--- config.mk ---
export PLATFORM = sky130hd
export DESIGN_NAME = hit_lookup
export DESIGN_NICKNAME = d
export VERILOG_FILES = /design/src/cache_pkg.sv /design/src/mem_bus_pkg.sv /design/src/hit_lookup.sv
export SDC_FILE = /design/constraint.sdc
export NUM_CORES = 1
export LEC_CHECK = 0
export ABC_AREA = 1
export BUFFER_PORTS_ARGS = -buffer_cell sky130_fd_sc_hd__buf_2
export CAP_MARGIN = 20
export CELL_PAD_IN_SITES_DETAIL_PLACEMENT = 1
export CELL_PAD_IN_SITES_GLOBAL_PLACEMENT = 1
export CORE_AREA = 2 2 216 218
export DETAILED_ROUTE_END_ITERATION = 12
export DIE_AREA = 0 0 218 220
export GPL_TIMING_DRIVEN = 0
export HOLD_SLACK_MARGIN = 0.1
export PLACE_DENSITY = 0.59
export SYNTH_ARGS = -nofsm -noshare
export SYNTH_HDL_FRONTEND = slang
export SYNTH_SLANG_ARGS = --single-unit
--- constraint.sdc ---
create_clock -name clk -period 6.2 [get_ports clk]
set_clock_uncertainty 0.05 [all_clocks]
set_input_delay 0 -clock clk [delete_from_list [all_inputs] [get_ports clk]]
set_output_delay 0 -clock clk [all_outputs]
set_load 0.01 [all_outputs]
--- src/cache_pkg.sv ---
package cache_pkg;

    // cache geometry
    localparam int num_ways       = 2;
    localparam int num_sets       = 256;
    localparam int words_per_line = 4;

    typedef logic [7:0]  index_t;
    typedef logic [19:0] tag_t;
    typedef logic [3:0]  offset_t;  // byte offset in line, [3:2] picks the word

    typedef enum logic {
        op_read  = 1'b0,
        op_write = 1'b1
    } op_e;

    typedef struct packed {
        op_e         op;
        index_t      index;
        tag_t        tag;
        offset_t     offset;
        logic [3:0]  wstrb;
        logic [31:0] wdata;
    } cpu_req_t;

    // one-hot main FSM
    typedef enum logic [4:0] {
        st_idle    = 5'b00001,
        st_lookup  = 5'b00010,
        st_miss    = 5'b00100,
        st_replace = 5'b01000,
        st_refill  = 5'b10000
    } main_state_e;

    typedef struct packed {
        tag_t tag;
        logic valid;
    } tagv_t;

    typedef struct packed {
        logic [num_ways-1:0] way_hit;
        logic                hit;
        logic                hit_way;
        logic                victim_valid;
        logic                victim_dirty;
        tag_t                victim_tag;
    } lookup_res_t;

endpackage

--- src/mem_bus_pkg.sv ---
package mem_bus_pkg;

    // word 0 sits in bits [31:0]
    typedef logic [3:0][31:0] line_t;

    // memory side only ever sees line aligned addresses
    typedef struct packed {
        cache_pkg::tag_t   tag;
        cache_pkg::index_t index;
        logic [3:0]        pad;    // always zero
    } line_addr_t;

    typedef logic [1:0] beat_t;    // refill beat number

endpackage

--- src/hit_lookup.sv ---
module hit_lookup (
    input  logic                                         clk,
    input  logic                                         resetn,
    input  logic                                         valid,
    input  cache_pkg::cpu_req_t                          req,
    input  cache_pkg::main_state_e                       state,
    input  logic                                         victim_way,
    input  cache_pkg::tagv_t [cache_pkg::num_ways-1:0]   tagv_rd,
    input  logic [cache_pkg::num_ways-1:0]               dirty_rd,
    input  mem_bus_pkg::line_t [cache_pkg::num_ways-1:0] bank_rd,
    output logic                                         addr_ok,
    output cache_pkg::cpu_req_t                          buf_req,
    output cache_pkg::lookup_res_t                       lres,
    output logic [31:0]                                  hit_rdata,
    output logic                                         sb_wen,
    output logic                                         sb_way,
    output cache_pkg::index_t                            sb_index,
    output logic [1:0]                                   sb_bank,
    output logic [3:0]                                   sb_wstrb,
    output logic [31:0]                                  sb_wdata
);

    logic store_hit;
    logic fill_store;
    logic was_refill;
    logic fill_way;
    logic rd_conflict;

    always_comb begin
        for (int w = 0; w < cache_pkg::num_ways; w++) begin
            lres.way_hit[w] = tagv_rd[w].valid && tagv_rd[w].tag == buf_req.tag;
        end
        lres.hit          = |lres.way_hit;
        lres.hit_way      = lres.way_hit[1];
        lres.victim_valid = tagv_rd[victim_way].valid;
        lres.victim_dirty = dirty_rd[victim_way];
        lres.victim_tag   = tagv_rd[victim_way].tag;
    end

    assign hit_rdata = bank_rd[lres.hit_way][buf_req.offset[3:2]];

    assign store_hit  = state == cache_pkg::st_lookup && buf_req.op == cache_pkg::op_write
                        && lres.hit;
    // store replayed once the write miss refill is over so the new line turns dirty
    assign fill_store = was_refill && state == cache_pkg::st_idle
                        && buf_req.op == cache_pkg::op_write;

    // read vs store in lookup to the same word, or vs the bank being written
    assign rd_conflict = req.op == cache_pkg::op_read
                         && ((state == cache_pkg::st_lookup && buf_req.op == cache_pkg::op_write
                              && {req.tag, req.index, req.offset[3:2]}
                                 == {buf_req.tag, buf_req.index, buf_req.offset[3:2]})
                             || (sb_wen && req.offset[3:2] == sb_bank));

    assign addr_ok = (state == cache_pkg::st_idle || (state == cache_pkg::st_lookup && lres.hit))
                     && !rd_conflict;

    always_ff @(posedge clk) begin
        if (!resetn) begin
            buf_req    <= '0;
            sb_wen     <= 1'b0;
            was_refill <= 1'b0;
        end else begin
            if (valid && addr_ok) begin
                buf_req <= req;
            end
            sb_wen     <= store_hit || fill_store;
            was_refill <= state == cache_pkg::st_refill;
        end
    end

    always_ff @(posedge clk) begin
        if (state == cache_pkg::st_refill) begin
            fill_way <= victim_way;  // lfsr moves on the last beat
        end
        if (store_hit || fill_store) begin
            sb_way   <= store_hit ? lres.hit_way : fill_way;
            sb_index <= buf_req.index;
            sb_bank  <= buf_req.offset[3:2];
            sb_wstrb <= buf_req.wstrb;
            sb_wdata <= buf_req.wdata;
        end
    end

endmodule

==> flow_summary_export.csv <==
group,metric,value,unit
placed_design,port_buffers,552,
pwr,p_leak,7.12,nW
routing,ant_nets,0,
layout,n_fill_cell,6043,
layout,syn_to_final_growth,60.3,%
yosys,postSynthNetCount,1730,
flow_run,cap_violations,0,
routing,vias_per_cell,4.19,
setup_path,cpMaxStageDelayCell,"o21ai_0",
yosys,syn_inst,1352,
timing,relSlewSlack,48.0,%
yosys,synth.distinct_cells,26,
yosys,ys_seq_elements,119,
pwr,p_per_area,169,mW/mm²
timing,fin_hold_ws,0.240,ns
timing,setup_violations,0,
floorplanning,io_pins,554,
routing,vias,10995,
placed_design,gp_congestion,0.918,
clock_network,cts_buffers,17,
yosys,yosys_warnings,0,
timing,tightestPinTransition,0.779,ns
routing,drc_errors,0,
layout,final_cell_mix,"buf_2 (578), nand2_1 (391), nor2_1 (241)",
routing,routedWlPerCell,19.0,µm
setup_path,startpoint_type,"flip-flop",
layout,layout_commonest_cell,"buf_2",
timing,fmax,304,MHz
timing,timing.setup.tns,0,ns
grt,grt_max_degree,41,
floorplanning,die_area,0.0480,mm²
routing,wirelength,49900,µm
setup_path,worst_setup_path_end_kind,"primary output",
pwr,power.share.switching,28.5,%
yosys,syn_area_per_cell,6.03,µm²
placed_design,dpl.hpwl,42200,µm
clock_network,clock_latency,0.42,ns
layout,nNetsFinal,2380,
grt,grt.total_usage,19.9,%
run_status,status,"complete, no violations",
timing,finalMaxSlewViolations,0,
grt,grt_pass1_vias,11525,
clock_network,post-cts-setup-buffers,0,
floorplanning,die_y,220,µm
clock_network,tritoncts,"done",
floorplanning,core,0.0459,mm²
pwr,power_frac_seq,37.2,%
setup_path,cp.arrival,3.24,ns
grt,overflow,0,
pwr,power.switching,630,µW
layout,fin_util,28.5,%
pwr,p_clk_share,44.9,%
setup_path,max_stage_delay,0.56,ns
floorplanning,rows,79,
clock_network,cts_max_path_buffers,2,
clock_network,cts_sinks,119,
pwr,pwr-share-comb,17.9,%
setup_path,critPathRequiredTime,6.15,ns
setup_path,crit_fanout,10,
timing,rsz0062_at_grt,"no",
setup_path,cpMostUsedCell,"buf_2",
clock_network,clk_pin_slew,0.07,ns
routing,drtIter0Drc,411,
timing,finalCriticalPeriod,3.29,ns
clock_network,cts_max_level,4,
timing,timing.final.hold_violations,0,
routing,dr.pass1.iters,6,
timing,fin_crit_sh,53.0,%
floorplanning,die_x,218,µm
setup_path,worstSetupPathType,"flip-flop to primary output",
yosys,seq_area_frac_synth,35.1,%
yosys,synth_area,0.00815,mm²
pwr,internal_power,1.58,mW
hold_path,hp-class,"input port to flip-flop",
grt,grt_pass1_wl,71600,µm
floorplanning,initial_utilization,17.8,%
pwr,vdd_drop_max,144,µV
grt,antenna_found_initial,4,
setup_path,crit_chain,"inv_1 > or2_2 > nand3_1 > nor2_1 > nand3_2 > buf_2 > buf_2 > nor2_1 > o21ai_0 > nand2_1 > nand2_1 > buf_2",
clock_network,cts_root_buffer,"clkbuf_16",
layout,post_route_cells_drive_above_1_share,32.1,%
routing by layer:
layer / share of wire [%] / global-route usage (%)
met4: 1.9 / 4.63
met1: 40 / 22.5
met3: 5.3 / 3.75
met2: 53 / 38.3
met5: 0.032 / 0
cells in the mapped netlist, drive strengths merged:
cell type,n,area share (%)
xor2,8,0.86
inv,187,8.6
mux2,2,0.28
buf,45,3.3
o211ai,1,0.092
or2,1,0.077
nor2,241,11
nand4,3,0.23
nor3,2,0.12
nor4,2,0.15
o21ai,214,13
clkbuf,33,1.5
a22o,1,0.11
dfxtp,71,17
nand3,13,0.92
edfxtp,48,18
xnor2,19,2.0
nand2,394,18
a21oi,67,4.1
cell families (layout without fill, tap and decap cells):
logic type	Yosys count	in the layout	synth area share (%)
other cells	0	4	0
flops	119	119	35.1
mux	2	2	0.276
compound gates	283	283	17.5
buf+inv	265	928	13.4
xor+xnor	27	27	2.90
simple gates	656	656	30.8
critical path, delay by kind of cell, from the launching register on:
family,cells,cell delay (ns)
AOI/OAI and AO/OA,1,0.56
DFF,1,0.45
buffers and inverters,4,0.91
and+or+nand+nor,7,0.89
final timing paths:
check	from	cells after the start	slack [ns]	end
max	buf_req[42]	12	2.91	hit_rdata[0]
min	state[2]	6	0.24	sb_way
min reg2reg	buf_req[28]	0	0.41	sb_wdata[28]
max reg2reg	buf_req[57]	11	3.62	sb_wdata[18]
sequential cells by signal (all words and copies together) (netlist names):
name        flops
sb_bank         2
sb_wstrb        4
was_refill      1
sb_wdata       32
sb_wen          1
fill_way        1
sb_index        8
buf_req        69
sb_way          1
repair_timing:
action	4_1_cts	5_1_grt
gates resized for setup	0	0
endpoints found under the setup margin	0	0
hold endpoints to repair	73	0
hold buffers	78	0
power groups by stage:
stage | clock network (mW) | registers [mW] | logic (mW)
finish | 0.993 | 0.823 | 0.395
global route | 1.05 | 0.823 | 0.438
CTS | 1.02 | 0.823 | 0.401
detailed placement | 0 | 0.840 | 0.359
global placement | 0 | 0.840 | 0.355
floorplan | 0 | 0.840 | 0.135
metrics by stage:
| step | total power, mW | setup slack (ns) | cells | cell area (µm²) |
|---|---|---|---|---|
| after floorplan | 0.975 | 3.54 | 1352 | 8150 |
| after global routing | 2.31 | 2.56 | 2624 | 13100 |
| after global placement | 1.19 | 2.50 | 2511 | 11700 |
| after detailed placement | 1.20 | 3.18 | 2512 | 11700 |
| final | 2.21 | 2.91 | 2626 | 13100 |
| after CTS | 2.24 | 2.74 | 2622 | 13100 |
area by class of cell:
class | count | area, µm² | share of cell area, %
Tap cell | 607 | 759 | 5.81
Clock inverter | 14 | 139 | 1.06
Antenna cell | 4 | 10.0 | 0.0766
Clock buffer | 18 | 439 | 3.36
Buffer | 78 | 393 | 3.01
Sequential cell | 119 | 2860 | 21.9
Inverter | 187 | 702 | 5.37
Multi-Input combinational cell | 968 | 4200 | 32.1
Timing Repair Buffer | 631 | 3560 | 27.3
(Power assumes the default switching activity.)
