$ cat config.mk
export PLATFORM = sky130hd
export DESIGN_NAME = miss_ctrl
export DESIGN_NICKNAME = d
export VERILOG_FILES = /design/src/cache_pkg.sv /design/src/mem_bus_pkg.sv /design/src/miss_ctrl.sv
export SDC_FILE = /design/constraint.sdc
export NUM_CORES = 1
export LEC_CHECK = 0
export BUFFER_PORTS_ARGS = -buffer_cell sky130_fd_sc_hd__buf_4
export CORE_AREA = 2 2 222 224
export DETAILED_ROUTE_END_ITERATION = 16
export DIE_AREA = 0 0 224 226
export MAX_ROUTING_LAYER = met4
export SLEW_MARGIN = 20
export SYNTH_ARGS = -nofsm -noshare
export SYNTH_HDL_FRONTEND = slang
export SYNTH_SLANG_ARGS = --single-unit
$ cat constraint.sdc
create_clock -name clk -period 2.5 [get_ports clk]
set_input_delay 0.5 -clock clk [delete_from_list [all_inputs] [get_ports clk]]
set_output_delay 0.5 -clock clk [all_outputs]
set_load 0.01 [all_outputs]
$ cat src/cache_pkg.sv
package cache_pkg;

    // cache geometry
    localparam int num_ways       = 2;
    localparam int num_sets       = 256;
    localparam int words_per_line = 4;

    typedef logic [7:0]  index_t;
    typedef logic [19:0] tag_t;
    typedef logic [3:0]  offset_t;  // byte offset in line, [3:2] picks the word

    typedef enum logic {
        op_read  = 1'b0,
        op_write = 1'b1
    } op_e;

    typedef struct packed {
        op_e         op;
        index_t      index;
        tag_t        tag;
        offset_t     offset;
        logic [3:0]  wstrb;
        logic [31:0] wdata;
    } cpu_req_t;

    // one-hot main FSM
    typedef enum logic [4:0] {
        st_idle    = 5'b00001,
        st_lookup  = 5'b00010,
        st_miss    = 5'b00100,
        st_replace = 5'b01000,
        st_refill  = 5'b10000
    } main_state_e;

    typedef struct packed {
        tag_t tag;
        logic valid;
    } tagv_t;

    typedef struct packed {
        logic [num_ways-1:0] way_hit;
        logic                hit;
        logic                hit_way;
        logic                victim_valid;
        logic                victim_dirty;
        tag_t                victim_tag;
    } lookup_res_t;

endpackage

$ cat src/mem_bus_pkg.sv
package mem_bus_pkg;

    // word 0 sits in bits [31:0]
    typedef logic [3:0][31:0] line_t;

    // memory side only ever sees line aligned addresses
    typedef struct packed {
        cache_pkg::tag_t   tag;
        cache_pkg::index_t index;
        logic [3:0]        pad;    // always zero
    } line_addr_t;

    typedef logic [1:0] beat_t;    // refill beat number

endpackage

$ cat src/miss_ctrl.sv
module miss_ctrl #(
    parameter logic [7:0] lfsr_seed = 8'h01
) (
    input  logic                                 clk,
    input  logic                                 resetn,
    input  logic                                 valid,
    input  logic                                 addr_ok,
    input  cache_pkg::cpu_req_t                  buf_req,
    input  cache_pkg::lookup_res_t               lres,
    input  logic [31:0]                          hit_rdata,
    input  logic                                 rd_rdy,
    input  logic                                 ret_valid,
    input  logic                                 ret_last,
    input  logic [31:0]                          ret_data,
    input  logic                                 wr_rdy,
    input  mem_bus_pkg::line_t                   victim_line,
    output cache_pkg::main_state_e               state,
    output logic                                 victim_way,
    output logic [cache_pkg::words_per_line-1:0] refill_wen,
    output logic [31:0]                          refill_wdata,
    output logic                                 tag_wen,
    output logic                                 data_ok,
    output logic [31:0]                          rdata,
    output logic                                 rd_req,
    output mem_bus_pkg::line_addr_t              rd_addr,
    output logic                                 wr_req,
    output mem_bus_pkg::line_addr_t              wr_addr,
    output mem_bus_pkg::line_t                   wr_data
);

    cache_pkg::main_state_e next_state;
    logic [7:0]             lfsr;
    mem_bus_pkg::beat_t     beat;
    logic                   first_replace;
    logic                   beat_in;
    logic                   last_beat;
    logic                   crit_beat;
    logic                   is_store;
    logic [31:0]            wmask;

    assign is_store  = buf_req.op == cache_pkg::op_write;
    assign beat_in   = state == cache_pkg::st_refill && ret_valid;
    assign last_beat = beat_in && ret_last;
    assign crit_beat = beat_in && beat == buf_req.offset[3:2];  // the word the cpu asked for

    always_ff @(posedge clk) begin
        if (!resetn) begin
            state <= cache_pkg::st_idle;
        end else begin
            state <= next_state;
        end
    end

    always_comb begin
        case (state)
            cache_pkg::st_idle:
                next_state = (valid && addr_ok) ? cache_pkg::st_lookup : cache_pkg::st_idle;
            cache_pkg::st_lookup:
                if (valid && addr_ok) begin
                    next_state = cache_pkg::st_lookup;
                end else if (lres.hit) begin
                    next_state = cache_pkg::st_idle;
                end else begin
                    next_state = cache_pkg::st_miss;
                end
            cache_pkg::st_miss:
                next_state = wr_rdy ? cache_pkg::st_replace : cache_pkg::st_miss;
            cache_pkg::st_replace:
                next_state = rd_rdy ? cache_pkg::st_refill : cache_pkg::st_replace;
            cache_pkg::st_refill:
                next_state = last_beat ? cache_pkg::st_idle : cache_pkg::st_refill;
            default:
                next_state = cache_pkg::st_idle;
        endcase
    end

    always_ff @(posedge clk) begin
        if (!resetn) begin
            lfsr          <= lfsr_seed;
            beat          <= '0;
            first_replace <= 1'b0;
        end else begin
            if (last_beat) begin
                lfsr <= {lfsr[6:0], lfsr[7] ^ lfsr[5] ^ lfsr[4] ^ lfsr[3]};
            end
            if (beat_in) begin
                beat <= ret_last ? '0 : beat + 2'd1;
            end
            first_replace <= state == cache_pkg::st_miss && wr_rdy;
        end
    end

    assign victim_way = lfsr[0];

    // write-back of the victim, only when it holds modified data
    assign wr_req  = first_replace && lres.victim_valid && lres.victim_dirty;
    assign wr_addr = '{tag: lres.victim_tag, index: buf_req.index, pad: 4'h0};
    assign wr_data = victim_line;

    assign rd_req  = state == cache_pkg::st_replace;
    assign rd_addr = '{tag: buf_req.tag, index: buf_req.index, pad: 4'h0};

    always_comb begin
        for (int i = 0; i < 4; i++) begin
            wmask[8*i +: 8] = {8{buf_req.wstrb[i]}};
        end
        for (int b = 0; b < cache_pkg::words_per_line; b++) begin
            refill_wen[b] = beat_in && beat == b;
        end
    end

    // store data lands on top of the returned word
    assign refill_wdata = (crit_beat && is_store) ? (buf_req.wdata & wmask) | (ret_data & ~wmask)
                                                  : ret_data;
    assign tag_wen      = last_beat;

    assign data_ok = (state == cache_pkg::st_lookup && (lres.hit || is_store))
                     || (crit_beat && !is_store);
    assign rdata   = (state == cache_pkg::st_lookup) ? hit_rdata : ret_data;

endmodule

==> impl_metrics.csv <==
group,metric,value,unit
status,status,"complete, no violations",
min_path,worstHoldEndpoint,"first_replace",
global_routing,grt_use_total,5.37,%
cts,cts_hold_buf,0,
worst_setup_path,slowest_stage,"or3b_4",
floorplanning,ios,565,
worst_setup_path,crit_path_max_incr_delay,0.41,ns
yosys,synth-async-reset-ratio,0,%
flow_run,drv_cap,0,
placement,post-place-ws,-0.0365,ns
yosys,yosysUniqueCellTypes,40,
worst_setup_path,r2r_end,"lfsr[0]",
cells_and_area,syn2layout_area_growth,33.3,%
cts,cts_inserted_buffers,3,
power_and_ir_drop,vdd_drop_max,0.226,mV
yosys,syn-cell-area,0.00312,sq mm
worst_setup_path,critical_path_buf_inv_count,2,
routing,wire_per_inst,14.4,um
placement,hpwl,13000,um
sta,rsz0062_at_grt,"yes",
cells_and_area,layout-drive-gt1-share,75.3,%
sta,finalCritPeriodShare,98.3,%
yosys,synth_top_area_cell,"buf_4",
worst_setup_path,cp_top_family,"simple AND/OR/NAND/NOR gates",
routing,drt_pass1_iterations,4,
sta,hold_violations,0,
worst_setup_path,critical_path.max_fanout,8,
floorplanning,core,0.0483,sq mm
cts,clk_pin_slew,0.05,ns
floorplanning,die_w,224,um
yosys,postSynthAreaPerCell,8.62,sq um
routing,drtIter0Drc,62,
global_routing,overflow,0,
worst_setup_path,path_cells,"or3b_4 -> nor4_4 -> buf_12 -> nand2_8 -> mux2_2 -> buf_4",
power_and_ir_drop,leakagePower,0.00168,uW
cts,clkLatencyLatePin,0.24,ns
cts,cts_tree,"done",
sta,fin_ws,0.0426,ns
placement,place_area,0.00400,sq mm
sta,clock_skew,0.00172,ns
yosys,synth_ff_type,"dfxtp_1",
worst_setup_path,reg2reg_from,"state[3]",
sta,min_period,2.46,ns
cts,cts_sinks,16,
floorplanning,initial_core_util,6.45,%
power_and_ir_drop,clkPwrFrac,34.5,%
min_path,worstHoldStart,"wr_rdy",
cts,htreeDepth,1,
worst_setup_path,worstPathArrival,1.96,ns
yosys,synth_top_area_share,46.2,%
min_path,hold_depth,3,
global_routing,grt_pass1_wl,18200,um
global_routing,grt_antenna_before_repair,5,
sta,drv_slew,0,
cells_and_area,nFillCells,5569,
cells_and_area,design_area,0.00416,sq mm
floorplanning,die-height,226,um
cells_and_area,final_common_cell,"buf_4",
routing,postRouteAntennaNets,0,
sta,setup_viol,0,
global_routing,grt_pass1_vias,2410,
yosys,synth_edf_count,0,
power_and_ir_drop,p_sw,264,uW
floorplanning,die-area,0.0506,sq mm
worst_setup_path,cp_num_cells,6,
worst_setup_path,worst-endpoint-required,2.00,ns
worst_setup_path,critical_path.endpoint_type,"output pin",
power_and_ir_drop,powerDensity,244,mW/mm^2
min_path,worstHoldPathType,"input port to flip-flop",
floorplanning,row_count,81,
cts,cts_buffer_depth,2,
worst_setup_path,startpoint_type,"flip-flop",
cts,cts_root_buffer,"clkbuf_16",
yosys,seq_area_frac_synth,10.3,%
global_routing,grt_max_degree,35,
power_and_ir_drop,p_comb_share,39.5,%
routing,post_drt_via_cell_ratio,2.43,
routing,postRouteWirelength,14500,um
routing,num_vias,2441,
power_and_ir_drop,power_report.internal_total,749,uW
placement,port_buffers,191,
cells_and_area,layout.nets,677,
placement,gp_congestion,0.899,
worst_setup_path,r2r_setup_slack,0.84,ns
yosys,synthTopCellsByArea,"buf_4 46%, mux2_2 23%, dfxtp_1 10%, mux2i_1 2.6%, nor2b_1 2.0%",
power_and_ir_drop,seqPwrFrac,26.0,%
worst_setup_path,critical_path_class,"flip-flop to output pin",
yosys,synth_seq_cells,16,
cells_and_area,final_cell_mix,"200 x buf_4, 62 x mux2_2, 12 x dfxtp_1",
yosys,synth_warnings,0,
routing,drc,0,
cts,postCtsSetupRepairBufs,0,
sta,max_freq,407,MHz
power_and_ir_drop,sw_frac_of_total,26.1,%
worst_setup_path,r2r_cells,6,
yosys,syn_inst,362,
-- sequential cells by signal (all words and copies together), names as in the netlist --
name           count
beat               2
first_replace      1
lfsr               8
state              5
-- layout make-up --
class	count	area, sq um	area share, %
multi-input cells	153	1410	33.9
diodes	4	10.0	0.241
clock buffers	4	88.8	2.14
flip-flops and latches	16	325	7.82
well taps	622	778	18.7
repair buffers	202	1540	37.1
inverters	2	7.51	0.180
-- through the flow --
| step | TNS [ns] | power, uW | hold WS [ns] | std cells | utilization [%] |
|---|---|---|---|---|---|
| 2_1_floorplan | 0 | 705 | 0.482 | 369 | - |
| 3_3_place_gp | -0.0196 | 666 | 0.495 | 995 | 8.28 |
| 3_5_place_dp | -0.139 | 671 | 0.507 | 995 | 8.28 |
| 4_1_cts | -1.04 | 1030 | 0.497 | 999 | 8.52 |
| 5_1_grt | -0.254 | 1070 | 0.507 | 1002 | 8.60 |
| 6_report | 0 | 1010 | 0.499 | 1003 | 8.61 |
-- cells in the mapped netlist, drive strengths merged, types with 2 or more instances --
cell and count:
clkbuf 4, nor2b 10, nor3 2, mux2 64
nor2 6, o21ai 2, inv 2, nand3 2
and3 3, xor2 4, and2 4, nand3b 2
buf 194, ha 4, dfxtp 16, a21boi 2
mux2i 8, nor4 2, nand2 13, xnor2 2
-- power by group through the flow --
| stage | Clock, uW | Combinational, uW | Sequential [uW] |
|---|---|---|---|
| after floorplan | 0 | 437 | 268 |
| after global placement | 0 | 399 | 268 |
| after detailed placement | 0 | 403 | 268 |
| after CTS | 357 | 407 | 263 |
| after global routing | 372 | 430 | 264 |
| final | 349 | 401 | 263 |
-- metal layers --
layer | global-route usage (%) | share of wire, %
met1 | 4.24 | 28
met2 | 8.86 | 48
met3 | 3.92 | 18
met4 | 3.38 | 5.9
met5 | - | 0
-- kinds of logic after synthesis --
| group | after synthesis | synth area share [%] |
|---|---|---|
| fa+ha+maj | 4 | 1.60 |
| flops | 16 | 10.3 |
| simple gates | 52 | 10.9 |
| compound gates | 11 | 2.57 |
| mux | 72 | 25.7 |
| other cells | 1 | 0.120 |
| xor+xnor | 6 | 1.68 |
| buf+inv | 200 | 47.2 |
-- what timing repair did --
action | in CTS | in global routing
pin swaps | 2 | 2
endpoints found under the setup margin | 33 | 65
resized for setup | 6 | 6
-- worst reg2reg max path, delay by kind of cell (launching register included) --
family        cells  cell delay, ns
simple gates      3            0.63
buf+inv           2            0.39
flops             1            0.34
mux               1            0.20
-- worst max path at each step --
stage                startpoint               to  slack, ns
finish                 state[1]  refill_wdata[5]       0.04
global route           state[3]          data_ok      -0.04
CTS                    state[1]  refill_wdata[5]      -0.07
detailed placement    ret_valid  refill_wdata[5]      -0.04
global placement      ret_valid  refill_wdata[5]      -0.02
floorplan           buf_req[68]  refill_wdata[1]       0.18
No activity file was read; power rests on OpenSTA's default activity.
